$ cat src/rtl/ppu_timing_consts.svh
// Picture processor scan timing constants
`ifndef PPU_TIMING_CONSTS_SVH
`define PPU_TIMING_CONSTS_SVH

// Frame geometry
`define PPU_H_TOTAL          341
`define PPU_V_TOTAL          262
`define PPU_H_VISIBLE        256
`define PPU_V_VISIBLE        240

// Horizontal decode positions, end values are exclusive
`define PPU_HSYNC_START      280
`define PPU_HSYNC_END        305
`define PPU_BURST_START      309
`define PPU_BURST_END        324
`define PPU_PREFETCH_START   320
`define PPU_PREFETCH_END     336

// Vertical decode positions
`define PPU_VSET_LINE        241
`define PPU_VCLR_LINE        261
`define PPU_EVENT_DOT        1
`define PPU_VSYNC_START      244
`define PPU_VSYNC_END        247

// CPU register map
`define PPU_REG_CTRL         0
`define PPU_REG_STATUS       1
`define PPU_CTRL_VBL_EN_BIT  7
`define PPU_CTRL_RENDER_BIT  3
`define PPU_STATUS_VBL_BIT   7

`endif

$ cat src/rtl/ppu_timing_pkg.sv
// Scan timing shared types
`default_nettype none

package ppu_timing_pkg;

	// Current scan position
	typedef struct packed {
		logic [8:0] h;      // Dot within the line
		logic [8:0] v;      // Line within the frame
	} pos_t;

	// Horizontal timing strobes
	typedef struct packed {
		logic hblank;
		logic hsync;
		logic burst;        // Color burst window
		logic sc_cnt;       // Scroll counter update
	} hsig_t;

	// Background fetch phases
	typedef struct packed {
		logic f_nt;         // Name table
		logic f_at;         // Attribute table
		logic f_ta;         // Tile low plane
		logic f_tb;         // Tile high plane
	} fetch_t;

	// Vertical timing, vset and vclr are single-cycle events
	typedef struct packed {
		logic picture;
		logic vblank;
		logic vsync;
		logic blnk;
		logic vset;
		logic vclr;
	} vsig_t;

	// Wishbone classic request from the CPU side
	typedef struct packed {
		logic       cyc;
		logic       stb;
		logic       we;
		logic       adr;
		logic [7:0] dat;
	} wb_req_t;

	// Wishbone classic response
	typedef struct packed {
		logic       ack;
		logic [7:0] dat;
	} wb_rsp_t;

endpackage

`default_nettype wire

$ cat src/rtl/hv_counter_ctrl.sv
// Dot and line counters
`default_nettype none
`timescale 1ns/1ps
`include "ppu_timing_consts.svh"

module hv_counter_ctrl (
	input  wire                    pclk,
	input  wire                    arst_n,
	output ppu_timing_pkg::pos_t   pos
);

	logic line_end;     // Last dot of a line
	logic frame_end;    // Last dot of the pre-render line

	// Wrap points of both counters
	assign line_end  = (pos.h == 9'(`PPU_H_TOTAL - 1));
	assign frame_end = line_end && (pos.v == 9'(`PPU_V_TOTAL - 1));

	// The dot counter runs every cycle, the line counter steps at each line wrap
	always_ff @(posedge pclk or negedge arst_n) begin
		if (!arst_n) begin
			pos <= '0;
		end else begin
			if (line_end) begin
				pos.h <= '0;
			end else begin
				pos.h <= pos.h + 9'd1;
			end

			if (frame_end) begin
				pos.v <= '0;            // Back to the first visible line
			end else if (line_end) begin
				pos.v <= pos.v + 9'd1;
			end
		end
	end

endmodule

`default_nettype wire

$ cat src/rtl/hpos_logic.sv
// Horizontal position decoder
`default_nettype none
`timescale 1ns/1ps
`include "ppu_timing_consts.svh"

module hpos_logic (
	input  wire                      pclk,
	input  wire                      arst_n,
	input  ppu_timing_pkg::pos_t     pos,
	input  wire                      render_en,
	output ppu_timing_pkg::hsig_t    hsig,
	output ppu_timing_pkg::fetch_t   fetch
);

	logic                     in_window;  // Visible fetch or next-line prefetch
	logic [2:0]               phase;      // Dot within the 8-dot fetch group
	ppu_timing_pkg::hsig_t    hsig_d;
	ppu_timing_pkg::fetch_t   fetch_d;

	assign phase = pos.h[2:0];

	assign in_window = (pos.h < 9'(`PPU_H_VISIBLE)) ||
		((pos.h >= 9'(`PPU_PREFETCH_START)) && (pos.h < 9'(`PPU_PREFETCH_END)));

	// Range decode of the dot number
	always_comb begin
		hsig_d.hblank = (pos.h >= 9'(`PPU_H_VISIBLE));
		hsig_d.hsync  = (pos.h >= 9'(`PPU_HSYNC_START)) && (pos.h < 9'(`PPU_HSYNC_END));
		hsig_d.burst  = (pos.h >= 9'(`PPU_BURST_START)) && (pos.h < 9'(`PPU_BURST_END));
		hsig_d.sc_cnt = hsig_d.hblank & render_en;   // Scroll update only while rendering
	end

	// Each fetch takes two dots, the strobe marks the second one
	always_comb begin
		fetch_d = '0;
		if (in_window && render_en) begin
			case (phase)
				3'd1: fetch_d.f_nt = 1'b1;
				3'd3: fetch_d.f_at = 1'b1;
				3'd5: fetch_d.f_ta = 1'b1;
				3'd7: fetch_d.f_tb = 1'b1;
				default: fetch_d = '0;
			endcase
		end
	end

	// One cycle behind pos so every strobe switches on the same edge
	always_ff @(posedge pclk or negedge arst_n) begin
		if (!arst_n) begin
			hsig  <= '0;
			fetch <= '0;
		end else begin
			hsig  <= hsig_d;
			fetch <= fetch_d;
		end
	end

endmodule

`default_nettype wire

$ cat src/rtl/vpos_logic.sv
// Vertical position decoder
`default_nettype none
`timescale 1ns/1ps
`include "ppu_timing_consts.svh"

module vpos_logic (
	input  wire                     pclk,
	input  wire                     arst_n,
	input  ppu_timing_pkg::pos_t    pos,
	input  wire                     render_en,
	output ppu_timing_pkg::vsig_t   vsig
);

	logic                    event_dot;  // Dot where the flag events fire
	ppu_timing_pkg::vsig_t   vsig_d;

	assign event_dot = (pos.h == 9'(`PPU_EVENT_DOT));

	always_comb begin
		vsig_d.picture = (pos.v < 9'(`PPU_V_VISIBLE));
		vsig_d.vblank  = (pos.v >= 9'(`PPU_VSET_LINE)) && (pos.v < 9'(`PPU_VCLR_LINE));
		vsig_d.vsync   = (pos.v >= 9'(`PPU_VSYNC_START)) && (pos.v < 9'(`PPU_VSYNC_END));
		vsig_d.blnk    = vsig_d.vblank | ~render_en;  // Black out when rendering is off

		// Single-dot events, once per frame each
		vsig_d.vset = event_dot && (pos.v == 9'(`PPU_VSET_LINE));
		vsig_d.vclr = event_dot && (pos.v == 9'(`PPU_VCLR_LINE));
	end

	// Same one-cycle latency as the horizontal decode
	always_ff @(posedge pclk or negedge arst_n) begin
		if (!arst_n) begin
			vsig <= '0;
		end else begin
			vsig <= vsig_d;
		end
	end

endmodule

`default_nettype wire

$ cat src/rtl/vblank_int.sv
// VBlank flag, interrupt and CPU registers
`default_nettype none
`timescale 1ns/1ps
`include "ppu_timing_consts.svh"

module vblank_int (
	input  wire                       pclk,
	input  wire                       arst_n,
	input  ppu_timing_pkg::wb_req_t   wb_req,
	output ppu_timing_pkg::wb_rsp_t   wb_rsp,
	input  wire                       vset,
	input  wire                       vclr,
	output logic                      render_en,
	output logic                      irq
);

	logic [7:0] ctrl;         // Control register
	logic       vbl_flag;
	logic       ack;
	logic [7:0] rd_dat;       // Read data held during ack
	logic [7:0] rd_next;
	logic       req;          // New transfer this cycle
	logic       wr_ctrl;
	logic       rd_status;

	// A request is taken once; ack high blocks the held strobe
	assign req       = wb_req.cyc & wb_req.stb & ~ack;
	assign wr_ctrl   = req & wb_req.we & (wb_req.adr == 1'(`PPU_REG_CTRL));
	assign rd_status = req & ~wb_req.we & (wb_req.adr == 1'(`PPU_REG_STATUS));

	// Read mux, a status read racing vset sees the flag still clear
	always_comb begin
		rd_next = '0;
		if (wb_req.adr == 1'(`PPU_REG_STATUS)) begin
			rd_next[`PPU_STATUS_VBL_BIT] = vbl_flag & ~vset;
		end else begin
			rd_next = ctrl;
		end
	end

	// Handshake and control register
	always_ff @(posedge pclk or negedge arst_n) begin
		if (!arst_n) begin
			ack  <= 1'b0;
			ctrl <= '0;
		end else begin
			ack <= req;                 // Exactly one cycle per transfer
			if (wr_ctrl) begin
				ctrl <= wb_req.dat;
			end
		end
	end

	// Set wins over both clears
	always_ff @(posedge pclk or negedge arst_n) begin
		if (!arst_n) begin
			vbl_flag <= 1'b0;
		end else if (vset) begin
			vbl_flag <= 1'b1;
		end else if (vclr || rd_status) begin
			vbl_flag <= 1'b0;
		end
	end

	always_ff @(posedge pclk) begin
		if (req) begin
			rd_dat <= rd_next;
		end
	end

	assign wb_rsp.ack = ack;
	assign wb_rsp.dat = rd_dat;

	assign render_en = ctrl[`PPU_CTRL_RENDER_BIT];
	assign irq       = vbl_flag & ctrl[`PPU_CTRL_VBL_EN_BIT];   // Both from registers

endmodule

`default_nettype wire

$ cat src/rtl/ppu_fsm.sv
// Picture processor scan timing core
`default_nettype none
`timescale 1ns/1ps

module ppu_fsm (
	input  wire                       pclk,
	input  wire                       arst_n,
	input  ppu_timing_pkg::wb_req_t   wb_req,
	output ppu_timing_pkg::wb_rsp_t   wb_rsp,
	output ppu_timing_pkg::pos_t      pos,
	output ppu_timing_pkg::hsig_t     hsig,
	output ppu_timing_pkg::fetch_t    fetch,
	output ppu_timing_pkg::vsig_t     vsig,
	output logic                      irq
);

	logic render_en;    // From the control register

	hv_counter_ctrl u_hv_ctrl (
		.pclk   (pclk),
		.arst_n (arst_n),
		.pos    (pos)
	);

	hpos_logic u_hpos (
		.pclk      (pclk),
		.arst_n    (arst_n),
		.pos       (pos),
		.render_en (render_en),
		.hsig      (hsig),
		.fetch     (fetch)
	);

	vpos_logic u_vpos (
		.pclk      (pclk),
		.arst_n    (arst_n),
		.pos       (pos),
		.render_en (render_en),
		.vsig      (vsig)
	);

	vblank_int u_vbl (
		.pclk      (pclk),
		.arst_n    (arst_n),
		.wb_req    (wb_req),
		.wb_rsp    (wb_rsp),
		.vset      (vsig.vset),
		.vclr      (vsig.vclr),
		.render_en (render_en),
		.irq       (irq)
	);

endmodule

`default_nettype wire

$ cat config.mk
export PLATFORM = sky130hd
export DESIGN_NAME = ppu_fsm
export DESIGN_NICKNAME = d
export VERILOG_FILES = /design/src/rtl/ppu_timing_pkg.sv /design/src/rtl/hv_counter_ctrl.sv /design/src/rtl/hpos_logic.sv /design/src/rtl/vpos_logic.sv /design/src/rtl/vblank_int.sv /design/src/rtl/ppu_fsm.sv
export VERILOG_INCLUDE_DIRS = /design/src /design/src/rtl
export SDC_FILE = /design/constraint.sdc
export NUM_CORES = 1
export LEC_CHECK = 0
export ABC_AREA = 1
export CAP_MARGIN = 10
export CORE_MARGIN = 2
export CORE_UTILIZATION = 38
export CTS_CLUSTER_DIAMETER = 40
export CTS_CLUSTER_SIZE = 12
export DETAILED_ROUTE_END_ITERATION = 10
export DONT_BUFFER_PORTS = 1
export PLACE_DENSITY_LB_ADDON = 0.12
export SLEW_MARGIN = 10
export SYNTH_ARGS = -nofsm -noshare
export SYNTH_HDL_FRONTEND = slang
export SYNTH_SLANG_ARGS = --single-unit
$ cat constraint.sdc
create_clock -name pclk -period 1.5 [get_ports pclk]
set_clock_uncertainty 0.1 [all_clocks]
set_input_delay 0.225 -clock pclk [delete_from_list [all_inputs] [get_ports pclk]]
set_output_delay 0.225 -clock pclk [all_outputs]
set_load 0.01 [all_outputs]
==> impl_metrics.json, run 1 <==
{
  "die_area_mm2": 0.006867,
  "final_area_mm2": 0.003000,
  "routed-wl-met3_um": 295,
  "hp-start": "wb_req[3]",
  "synthArstFlopShare": 0.8400,
  "synth_compound_area_frac": 0.06300,
  "place_congestion": 0.8735,
  "netlist_area_mm2": 0.002364,
  "met1_length_um": 2506,
  "ys_seq_area_frac": 0.5463,
  "drt_iter0_markers": 90,
  "powerDensity_mw_per_mm2": 917.2,
  "yosys_warnings": 0,
  "clock_latency_ps": 300,
  "setup_tns_ps": 0,
  "tightest_slew_ps": 294.0,
  "gr-usage-all-layers": 0.1557,
  "syn_avg_cell_area_um2": 8.533,
  "portBuffers": 0,
  "path_cells": "inv_2, ha_4, inv_2, nor2_1, nand4_1, nand3_1, o21ai_1",
  "synth_seq_cells": 50,
  "drv_slew": 0,
  "wl_per_cell_um": 13.05,
  "critical-path-max-stage-delay_ps": 400,
  "drc_errors": 0,
  "cts_inserted_buffers": 5,
  "reg2reg_depth": 7,
  "finalSetupViolations": 0,
  "fillerInstances": 578,
  "antenna_found_initial": 0,
  "die_h_um": 82.87,
  "synth_ff_type": "dfrtp_1",
  "post-route-min-period_ps": 1452,
  "cts_buffer_depth": 2,
  "grt_pass1_wl_um": 8742,
  "nNetsFinal": 342,
  "slowest_stage": "dfrtp_1",
  "top_layer": "met4",
  "relSlewSlack": 0.8034,
  "synthAdderAreaFrac": 0.04235,
  "regArea_mm2": 0.001292,
  "die_x_um": 82.87,
  "synth_cell_type_count": 24,
  "initial_core_util": 0.3968,
  "cp-end-kind": "flip-flop",
  "synth_edf_count": 8,
  "maxCapViolCount": 0,
  "syn_to_final_growth_pct": 26.95,
  "core-area_mm2": 0.005956,
  "wl_um": 5166,
  "rsz0062_at_grt": "yes",
  "drt_pass1_iterations": 4,
  "placed_area_mm2": 0.002659,
  "clockRootBuffer": "clkbuf_8",
  "drive_above_1_share": 0.2368,
  "hold_violations": 0,
  "dp_hpwl_um": 3919,
  "cp.arrival_ps": 1540,
  "whs_path_depth": 2,
  "setup.worst_path.class": "reg -> reg",
  "path_clk_slew_ps": 90,
  "placedCellCount": 378,
  "cp-start-kind": "flip-flop",
  "peakVddDrop_mv": 0.5502,
  "synth_top_family_by_area": "simple AND/OR/NAND/NOR gates",
  "wl_met2_um": 2286,
  "cts_sinks": 50,
  "synth.area.mux_share": 0,
  "crit_fanout": 6,
  "holdPathEnd": "u_vbl.ctrl[3]$_DFFE_PN0P_",
  "n_antenna_cell": 0,
  "r2r_slack_ps": 50,
  "grt_max_degree": 43,
  "row_count": 28,
  "yosysTopAreaCell": "dfrtp_1",
  "crit_top_cell": "inv_2",
  "clock.fmax_mhz": 688.7,
  "r2r-start": "u_hv_ctrl.pos[1]$_DFFE_PN0P_",
  "synth_xor_area_frac": 0.01482,
  "worstPathRequired_ps": 1590,
  "total_power_mw": 2.752,
  "grt-ovfl-total": 0,
  "instances_no_fill": 396,
  "synth_cells": 277,
  "r2r-end": "u_hv_ctrl.pos[0]$_DFFE_PN0P_",
  "ios": 56,
  "yosys.area_share.simple": 0.2377,
  "cts_tree": "done",
  "leakage_nw": 1.470,
  "status": "finished, final reports clean",
  "synth_fp_nets": 299,
  "fin_util": 0.5038,
  "hold_path.class": "in -> reg",
  "synth_top_area_share": 0.4447,
  "ant_nets": 0,
  "grt_pass1_vias": 1759,
  "vias_per_cell": 4.715,
  "htree_levels": 2,
  "vias": 1867,
  "ys_top_cells_by_area": "dfrtp_1, edfxtp_1, nand2_1",
  "fin_crit_sh": 0.9680,
  "multiInputGateArea_um2": 933.4
}
worst max-delay path by stage:
stage                                               to                    startpoint  cells after the start
after global routing      u_hv_ctrl.pos[0]$_DFFE_PN0P_  u_hv_ctrl.pos[1]$_DFFE_PN0P_                      7
after global placement     u_hv_ctrl.pos[17]$_DFF_PN0_    u_hv_ctrl.pos[9]$_DFF_PN0_                      9
final                     u_hv_ctrl.pos[0]$_DFFE_PN0P_  u_hv_ctrl.pos[1]$_DFFE_PN0P_                      7
after floorplan              u_vbl.ctrl[5]$_DFFE_PN0P_           u_vbl.ack$_DFF_PN0_                      5
after CTS                 u_hv_ctrl.pos[7]$_DFFE_PN0P_    u_hv_ctrl.pos[9]$_DFF_PN0_                      9
after detailed placement  u_hv_ctrl.pos[2]$_DFFE_PN0P_    u_hv_ctrl.pos[9]$_DFF_PN0_                      9
metrics by stage:
step | hold slack (ps) | setup slack, ps
5_1_grt | 15.29 | -48.85
2_1_floorplan | -170.6 | 54.71
6_report | 3.714 | 47.96
4_1_cts | 0.3138 | 5.206
3_5_place_dp | -169.4 | 28.28
3_3_place_gp | -169.5 | 52.79
critical path, delay by kind of cell (launching register included):
| kind | cells | cell delay [ps] |
|---|---|---|
| flops | 1 | 400 |
| compound gates | 1 | 90 |
| fa+ha+maj | 1 | 130 |
| simple gates | 3 | 510 |
| buf+inv | 2 | 110 |
Yosys cell counts (2+ instances only):
cell      count
inv_1        45
inv_2         3
edfxtp_1      8
nor3_1        3
clkbuf_1      2
nand2_1      50
nand4_1      10
ha_1          8
nor2_2        5
nor2_1       45
dfrtp_1      42
xor2_1        3
a21oi_1      13
buf_4         3
o21ai_0      11
o21ai_1       3
nand3_1      16
where the power goes:
group          internal (mW)  total [mW]  switching [mW]
combinational         0.0572       0.152          0.0951
clock                  0.668        1.11           0.440
sequential              1.45        1.49          0.0391
total                   2.18        2.75           0.574
flip-flops by register name, indices dropped and copies added (netlist names):
name,count
u_hpos.fetch,4
u_hpos.hsig,4
u_hv_ctrl.pos,18
u_vbl.ack,1
u_vbl.ctrl,8
u_vbl.rd_dat,8
u_vbl.vbl_flag,1
u_vpos.vsig,6
layout make-up:
cell class,count,share of cell area
inverters,48,0.06005
clock inverters,3,0.02294
repair buffers,43,0.1209
flip-flops and latches,50,0.4308
well taps,75,0.03128
clock buffers,5,0.02294
multi-input cells,172,0.3111
logic make-up (layout without fill, tap and decap cells):
| family | Yosys count | in the layout |
|---|---|---|
| and+or+nand+nor | 131 | 131 |
| buffers and inverters | 55 | 99 |
| DFF | 50 | 50 |
| AOI/OAI and AO/OA | 29 | 29 |
| adders and majority gates | 8 | 8 |
| xor gates and xnor gates | 4 | 4 |
layout by cell type, fill, tap and decap left out, types with 2 or more instances in the layout:
master | Yosys | routed
inv_2 | 3 | 11
nand2_2 | 1 | 4
dfrtp_1 | 42 | 41
xor2_1 | 3 | 3
ha_4 | 0 | 3
nand4_1 | 10 | 10
nor2_2 | 5 | 9
buf_6 | 1 | 2
edfxtp_1 | 8 | 8
inv_1 | 45 | 37
nor3_1 | 3 | 3
clkbuf_8 | 0 | 5
nand3_1 | 16 | 14
o21ai_0 | 11 | 8
ha_1 | 8 | 5
buf_4 | 3 | 32
a21oi_1 | 13 | 13
o21ai_1 | 3 | 6
bufinv_16 | 0 | 2
nor2_4 | 0 | 2
dlygate4sd3_1 | 0 | 8
nor2_1 | 45 | 39
nand2_1 | 50 | 47
metal layers:
layer  up-vias  track usage
li1        952            -
met1       855       0.2250
met2        52       0.2324
met3         8      0.03777
met4         0      0.04620
met5         -            0
timing repair:
| action | CTS | global route |
|---|---|---|
| endpoints found under the setup margin | 0 | 22 |
| endpoints found under the hold margin | 55 | 0 |
| setup buffers | 0 | 1 |
| resized for setup | 0 | 34 |
| hold buffers | 9 | 0 |
Power figures use the tool's default switching activity.
==> run 2, diff against run 1 <==
ABC_AREA = not set   (was 1)
GPL_TIMING_DRIVEN = 1   (was not set)
==> run 2 against run 1 <==
  * The flow now finishes with violations (setup timing)
  * Register-to-register slack worse by 170 ps
  * Flip-flop and latch count unchanged
  * Power shrank 5.7%
  * Area after synthesis decreased by 4.0%
  * Worst setup slack got worse by 170 ps
  * Sequential share of layout area shrank 0.50 points
  * Non-clock buffer count up 9
  * Core utilization rose by 1.7 points
  * Worst hold slack gained 15 ps
  * Clock-buffer cell count increased by 1
  * Maximum frequency shrank 11%
  * Synthesized cell count is 29% lower
  * Critical path type unchanged
  * Highest routed layer unchanged
==> impl_metrics.json, run 2 <==
{
  "drt_pass1_iterations": 5,
  "worstPathRequired_ps": 1580,
  "relSlewSlack": 0.7986,
  "antenna_found_initial": 0,
  "top_register": "u_hv_ctrl.pos",
  "ant_nets": 0,
  "synth.most_common_cell": "dfrtp_1",
  "final_area_mm2": 0.003044,
  "fillerInstances": 533,
  "vias_per_cell": 5.162,
  "finalSetupViolations": 16,
  "cts_sinks": 50,
  "whs_path_depth": 1,
  "path_clk_slew_ps": 90,
  "initial_core_util": 0.3879,
  "maxCapViolCount": 0,
  "grt_pass1_wl_um": 7997,
  "grt-ovfl-total": 0,
  "hold_path.class": "in -> reg",
  "yosysTopAreaCell": "dfrtp_1",
  "yosys_warnings": 0,
  "cp.arrival_ps": 1710,
  "reg_top3": "u_hv_ctrl.pos: 18 flops, u_vbl.ctrl: 8 flops, u_vbl.rd_dat: 8 flops",
  "placed_area_mm2": 0.002600,
  "peakVddDrop_mv": 0.4651,
  "die_area_mm2": 0.006607,
  "reg2reg_depth": 6,
  "wl_per_cell_um": 15.58,
  "grt_pass1_vias": 1677,
  "synth_fp_nets": 219,
  "setup_ws_ps": -124.0,
  "crit_fanout": 6,
  "synth_cells": 197,
  "drv_slew": 0,
  "synth_seq_cells": 50,
  "cts_inserted_buffers": 5,
  "dp_hpwl_um": 3553,
  "nNetsFinal": 267,
  "portBuffers": 0,
  "post-place-ws_ps": -286.5,
  "drive_above_1_share": 0.3537,
  "grt_max_degree": 43,
  "largest_reg_flops": 18,
  "drt_iter0_markers": 63,
  "synthArstFlopShare": 0.8400,
  "wl_um": 5002,
  "syn_avg_cell_area_um2": 11.52,
  "synth_ff_type": "dfrtp_1",
  "cts_tree": "done",
  "fin_crit_sh": 1.083,
  "n_antenna_cell": 0,
  "synth_top_area_share": 0.4631,
  "tightest_slew_ps": 301.8,
  "rsz0062_at_grt": "yes",
  "powerDensity_mw_per_mm2": 852.4,
  "synth_xor_area_frac": 0.03087,
  "ys_seq_area_frac": 0.5689,
  "whs_ps": 18.38,
  "leakage_nw": 1.332,
  "drc_errors": 0,
  "violations": "setup timing",
  "cp-end-kind": "flip-flop",
  "die_h_um": 81.29,
  "yosys.area_share.simple": 0.2122,
  "cts_buffer_depth": 2,
  "post-route-min-period_ps": 1624,
  "hold_violations": 0,
  "core-area_mm2": 0.005851,
  "synth.area.mux_share": 0.03969,
  "die_x_um": 81.29,
  "synth_cell_type_count": 44,
  "row_count": 28,
  "synth_edf_count": 8,
  "layout_common_cells": "dfrtp_1, buf_4, nand2_1, nor2_1, o21ai_1",
  "layout_commonest_cell": "dfrtp_1",
  "vias": 1657,
  "htree_levels": 2,
  "netlist_area_mm2": 0.002270,
  "synth_compound_area_frac": 0.05788,
  "syn_to_final_growth_pct": 34.12,
  "ios": 56,
  "setup.worst_path.class": "reg -> reg",
  "synth_top_family_by_area": "simple AND/OR/NAND/NOR gates",
  "yosys-top-cells-count": "dfrtp_1, nand2_1, nor2_1",
  "clockRootBuffer": "clkbuf_8",
  "status": "finished with violations",
  "clock.fmax_mhz": 615.8,
  "clock_latency_ps": 290,
  "gr-usage-all-layers": 0.1579,
  "setup_tns_ps": -1150,
  "ys_top_cells_by_area": "dfrtp_1, edfxtp_1, ha_1",
  "cp-start-kind": "flip-flop",
  "synthAdderAreaFrac": 0.04410,
  "place_congestion": 0.8027,
  "fin_util": 0.5203
}
## run 2: cell types whose count changed in the layout (fill, tap and decap cells not counted), moves of 6 or more
| cell | delta |
|---|---|
| nand2_1 | -35 |
| inv_1 | -32 |
| nor2_1 | -27 |
| nand3_1 | -11 |
| nor2_2 | -9 |
| a21oi_1 | -8 |
| nor2b_1 | +8 |
| inv_2 | -7 |
| mux2_1 | +7 |
| nand4_1 | -7 |
| and2_1 | +6 |
| o21ai_0 | -6 |
## run 2: kinds of logic after synthesis
| kind of cell | Yosys count |
|---|---|
| compound gates | 23 |
| xor+xnor | 8 |
| fa+ha+maj | 8 |
| buf+inv | 20 |
| flops | 50 |
| mux | 8 |
| simple gates | 80 |
## run 2: final timing paths
| check | start | to | slack, ps |
|---|---|---|---|
| worst min-delay path | wb_req[8] | u_vbl.rd_dat[6]$_SDFFCE_PP0N_ | 20 |
| worst max-delay path | u_hv_ctrl.pos[9]$_DFF_PN0_ | u_hv_ctrl.pos[17]$_DFF_PN0_ | -120 |
| worst max register to register | u_hv_ctrl.pos[9]$_DFF_PN0_ | u_hv_ctrl.pos[17]$_DFF_PN0_ | -120 |
| min in group asynchronous | arst_n | u_hv_ctrl.pos[9]$_DFF_PN0_ | 280 |
| worst min register to register | u_vbl.ctrl[1]$_DFFE_PN0P_ | u_vbl.ctrl[1]$_DFFE_PN0P_ | 390 |
| max in group asynchronous | arst_n | u_hv_ctrl.pos[0]$_DFFE_PN0P_ | 800 |
## run 2: per-layer routing
metal / vias to the layer above / GRT usage / share of wire / wire length (um)
li1: 774 / - / - / -
met1: 814 / 0.2006 / 0.43 / 2143
met2: 63 / 0.2648 / 0.50 / 2518
met3: 6 / 0.04111 / 0.063 / 313
met4: 0 / 0.04576 / 0.0050 / 25
met5: - / 0 / 0 / 0
## run 2: cell type report
class                   count  area (um2)  area share
well taps                  75       93.84     0.03083
multi-input cells         127        1060      0.3481
clock inverters             2       37.54     0.01233
clock buffers               6       72.57     0.02384
repair buffers             52       450.4      0.1480
inverters                   9       33.78     0.01110
flip-flops and latches     50        1296      0.4258
## run 2: worst max-delay path, cell delays in order (launching register included)
cell     delay (ps)
dfrtp_2         390
buf_6           150
ha_4            150
nand3_4          90
nor2_4          120
mux2_4          300
a22o_1          210
## run 2: repair_timing
item	in CTS	in global routing
gates resized for setup	23	21
pin swaps	15	15
hold buffers	11	0
hold endpoints to repair	56	0
setup endpoints to repair	22	28
buffers inserted	3	0
gates cloned	0	0
## run 2: report_power, final
| group | total (mW) | internal (mW) | switching, mW |
|---|---|---|---|
| registers | 1.51 | 1.46 | 0.0482 |
| logic | 0.158 | 0.0893 | 0.0692 |
| clock network | 0.929 | 0.498 | 0.431 |
| total | 2.60 | 2.05 | 0.548 |
## run 2: through the flow
| step | power [mW] | instances |
|---|---|---|
| 2_1_floorplan | 1.611 | 197 |
| 3_3_place_gp | 1.629 | 300 |
| 3_5_place_dp | 1.642 | 300 |
| 4_1_cts | 2.635 | 322 |
| 5_1_grt | 2.706 | 321 |
| 6_report | 2.595 | 321 |
==> run 3, diff against run 2 <==
SYNTH_HIERARCHICAL = 1   (was not set)
==> run 3 against run 2 <==
  * The flow still finishes with violations (setup timing)
  * Clock-buffer cell count is 1 lower
  * Maximum frequency is 3.5% higher
  * Worst setup slack better by 56 ps
  * Sequential share of layout area is 1.2 points higher
  * Sequential power hardly changed
  * Power is 3.5% lower
==> impl_metrics.json, run 3 <==
{
  "grt-ovfl-total": 0,
  "r2r-start": "u_hv_ctrl/pos[10]$_DFF_PN0_",
  "r2r-end": "u_hv_ctrl/pos[3]$_DFFE_PN0P_",
  "cts_tree": "done",
  "post_cts_buffers": 0,
  "maxCapViolCount": 0,
  "reg2reg_depth": 6,
  "worstPathRequired_ps": 1590,
  "pwr-share-clk": 0.313,
  "hold_violations": 0,
  "path_clk_slew_ps": 100,
  "synth.most_common_cell": "dfrtp_1",
  "wl_per_cell_um": 16.53,
  "drive_above_1_share": 0.3671,
  "synth_fp_nets": 201,
  "setup.worst_path.class": "reg -> reg",
  "setup_tns_ps": -400.2,
  "cts_sinks": 50,
  "post-route-min-period_ps": 1568,
  "clockRootBuffer": "clkbuf_8",
  "rsz0062_at_grt": "yes",
  "seqPwrFrac": 0.605,
  "hp-start": "wb_req[8]",
  "htree_levels": 2,
  "yosys-top-cells-count": "dfrtp_1, nor2_1, mux2_4, nor2b_1, edfxtp_1",
  "yosysTopAreaCell": "dfrtp_1",
  "netlist_area_mm2": 0.002311,
  "die_x_um": 81.99,
  "finalSetupViolations": 13,
  "synthArstFlopShare": 0.8400,
  "crit_start": "u_hv_ctrl/pos[10]$_DFF_PN0_",
  "top_register": "u_hv_ctrl/pos",
  "powerDensity_mw_per_mm2": 845.6,
  "drv_slew": 0,
  "cp-end-kind": "flip-flop",
  "clock_latency_ps": 300,
  "ios": 56,
  "core-area_mm2": 0.005886,
  "antenna_found_initial": 0,
  "grt_pass1_vias": 1642,
  "layout_commonest_cell": "dfrtp_1",
  "cts_inserted_buffers": 5,
  "relSlewSlack": 0.7914,
  "synth_ff_type": "dfrtp_1",
  "placed_area_mm2": 0.002699,
  "whs_ps": 15.56,
  "reg_top3": "u_hv_ctrl/pos: 18 flops, u_vbl/ctrl: 8 flops, u_vbl/rd_dat: 8 flops",
  "cp.arrival_ps": 1660,
  "r2r_slack_ps": -70,
  "largest_reg_flops": 18,
  "place_congestion": 0.7907,
  "total_power_mw": 2.504,
  "drt_pass1_iterations": 4,
  "power_frac_comb": 0.082,
  "gr-usage-all-layers": 0.1582,
  "hold_path.class": "in -> reg",
  "dp_hpwl_um": 3673,
  "synth_edf_count": 8,
  "vias": 1613,
  "crit_fanout": 4,
  "violations": "setup timing",
  "yosys_warnings": 6,
  "nNetsFinal": 254,
  "p_sw_mw": 0.5837,
  "fin_crit_sh": 1.046,
  "initial_core_util": 0.3926,
  "synth_seq_cells": 50,
  "syn_avg_cell_area_um2": 12.63,
  "synth_cells": 183,
  "drc_errors": 0,
  "die_h_um": 81.99,
  "clock.fmax_mhz": 637.6,
  "grt_max_degree": 43,
  "cp-start-kind": "flip-flop",
  "wl_um": 5156,
  "vias_per_cell": 5.170,
  "drt_iter0_markers": 75,
  "ys_seq_area_frac": 0.5587,
  "synth_cell_type_count": 50,
  "tightest_slew_ps": 310.1,
  "peakVddDrop_mv": 0.3734,
  "layout_common_cells": "dfrtp_1, buf_4, nor2_1",
  "grt_pass1_wl_um": 8024,
  "cts_buffer_depth": 2,
  "n_antenna_cell": 0,
  "setup_ws_ps": -68.41,
  "ant_nets": 0,
  "portBuffers": 0,
  "ys_top_cells_by_area": "dfrtp_1, edfxtp_1, mux2_4",
  "whs_path_depth": 1,
  "status": "finished with violations",
  "leakage_nw": 1.345,
  "die_area_mm2": 0.006722,
  "holdPathEnd": "u_vbl/rd_dat[2]$_SDFFCE_PP0P_",
  "synth_top_area_share": 0.4548,
  "syn_to_final_growth_pct": 28.15,
  "final_area_mm2": 0.002962,
  "switching_share": 0.2331,
  "power.internal_mw": 1.921,
  "row_count": 28
}
## run 3: changes by cell type after synthesis, sizes merged, moves of 4 or more
cell	delta
ha	-4
and4	+4
o21ai	-8
nand2	-8
buf	-5
## run 3: worst max-delay path by stage
stage / slack (ps) / cells after the start / to
after global routing: -120 / 6 / u_hv_ctrl/pos[3]$_DFFE_PN0P_
after floorplan: -180 / 6 / u_hv_ctrl/pos[3]$_DFFE_PN0P_
after global placement: -20 / 6 / u_hv_ctrl/pos[3]$_DFFE_PN0P_
after CTS: -80 / 6 / u_hv_ctrl/pos[3]$_DFFE_PN0P_
final: -70 / 6 / u_hv_ctrl/pos[3]$_DFFE_PN0P_
after detailed placement: -70 / 6 / u_hv_ctrl/pos[3]$_DFFE_PN0P_
## run 3: metrics by stage
step,utilization,worst slack [ps],instances
5_1_grt,0.5032,-117.9,312
4_1_cts,0.4985,-79.69,311
3_5_place_dp,0.4585,-69.90,292
3_3_place_gp,0.4585,-21.87,292
6_report,0.5032,-68.41,312
2_1_floorplan,-,-183.5,183
## run 3: cell type report
class,count,area (um2)
fill,538,2924
sequential,50,1296
multi-input combinational,120,1012
timing repair buffer,51,439.2
tap,75,93.84
clock buffer,5,68.82
inverter,8,30.03
clock inverter,3,21.27
## run 3: cells by family (layout without fill, tap and decap cells)
kind of cell             after synthesis  after routing  share of synthesized area
XOR/XNOR                               9              9                    0.03411
AND/OR/NAND/NOR                       76             76                     0.2209
adder cells (fa/ha/maj)                4              4                    0.02166
AO/OA/AOI/OAI                         20             20                    0.06930
buffers and inverters                 13             67                    0.02761
flip-flops                            50             50                     0.5587
multiplexers                          11             11                    0.06768
## run 3: power by group through the flow
stage               registers, mW  clock network, mW  logic (mW)
floorplan                    1.53                  0       0.131
global placement             1.54                  0       0.143
detailed placement           1.54                  0       0.146
CTS                          1.52              0.824       0.203
global route                 1.53              0.867       0.227
finish                       1.51              0.784       0.206
## run 3: repair_timing
item,CTS,global route
endpoints found under the setup margin,19,25
endpoints found under the hold margin,54,2
pin swaps,4,4
gates resized for setup,5,4
hold buffers,11,1
cloned,0,0
## run 3: critical path, cell delays in order (launching register included)
cell and delay (ps):
dfrtp_2 420, inv_2 70, ha_4 130, nand4b_4 110
nor2_4 130, and3_1 200, mux2_4 300
## run 3: per-layer routing
layer,global-route usage,up-vias,routed length [um]
li1,-,762,-
met1,0.1992,814,2289
met3,0.03956,4,170
met2,0.2691,33,2653
met5,0,-,0
met4,0.04500,0,43
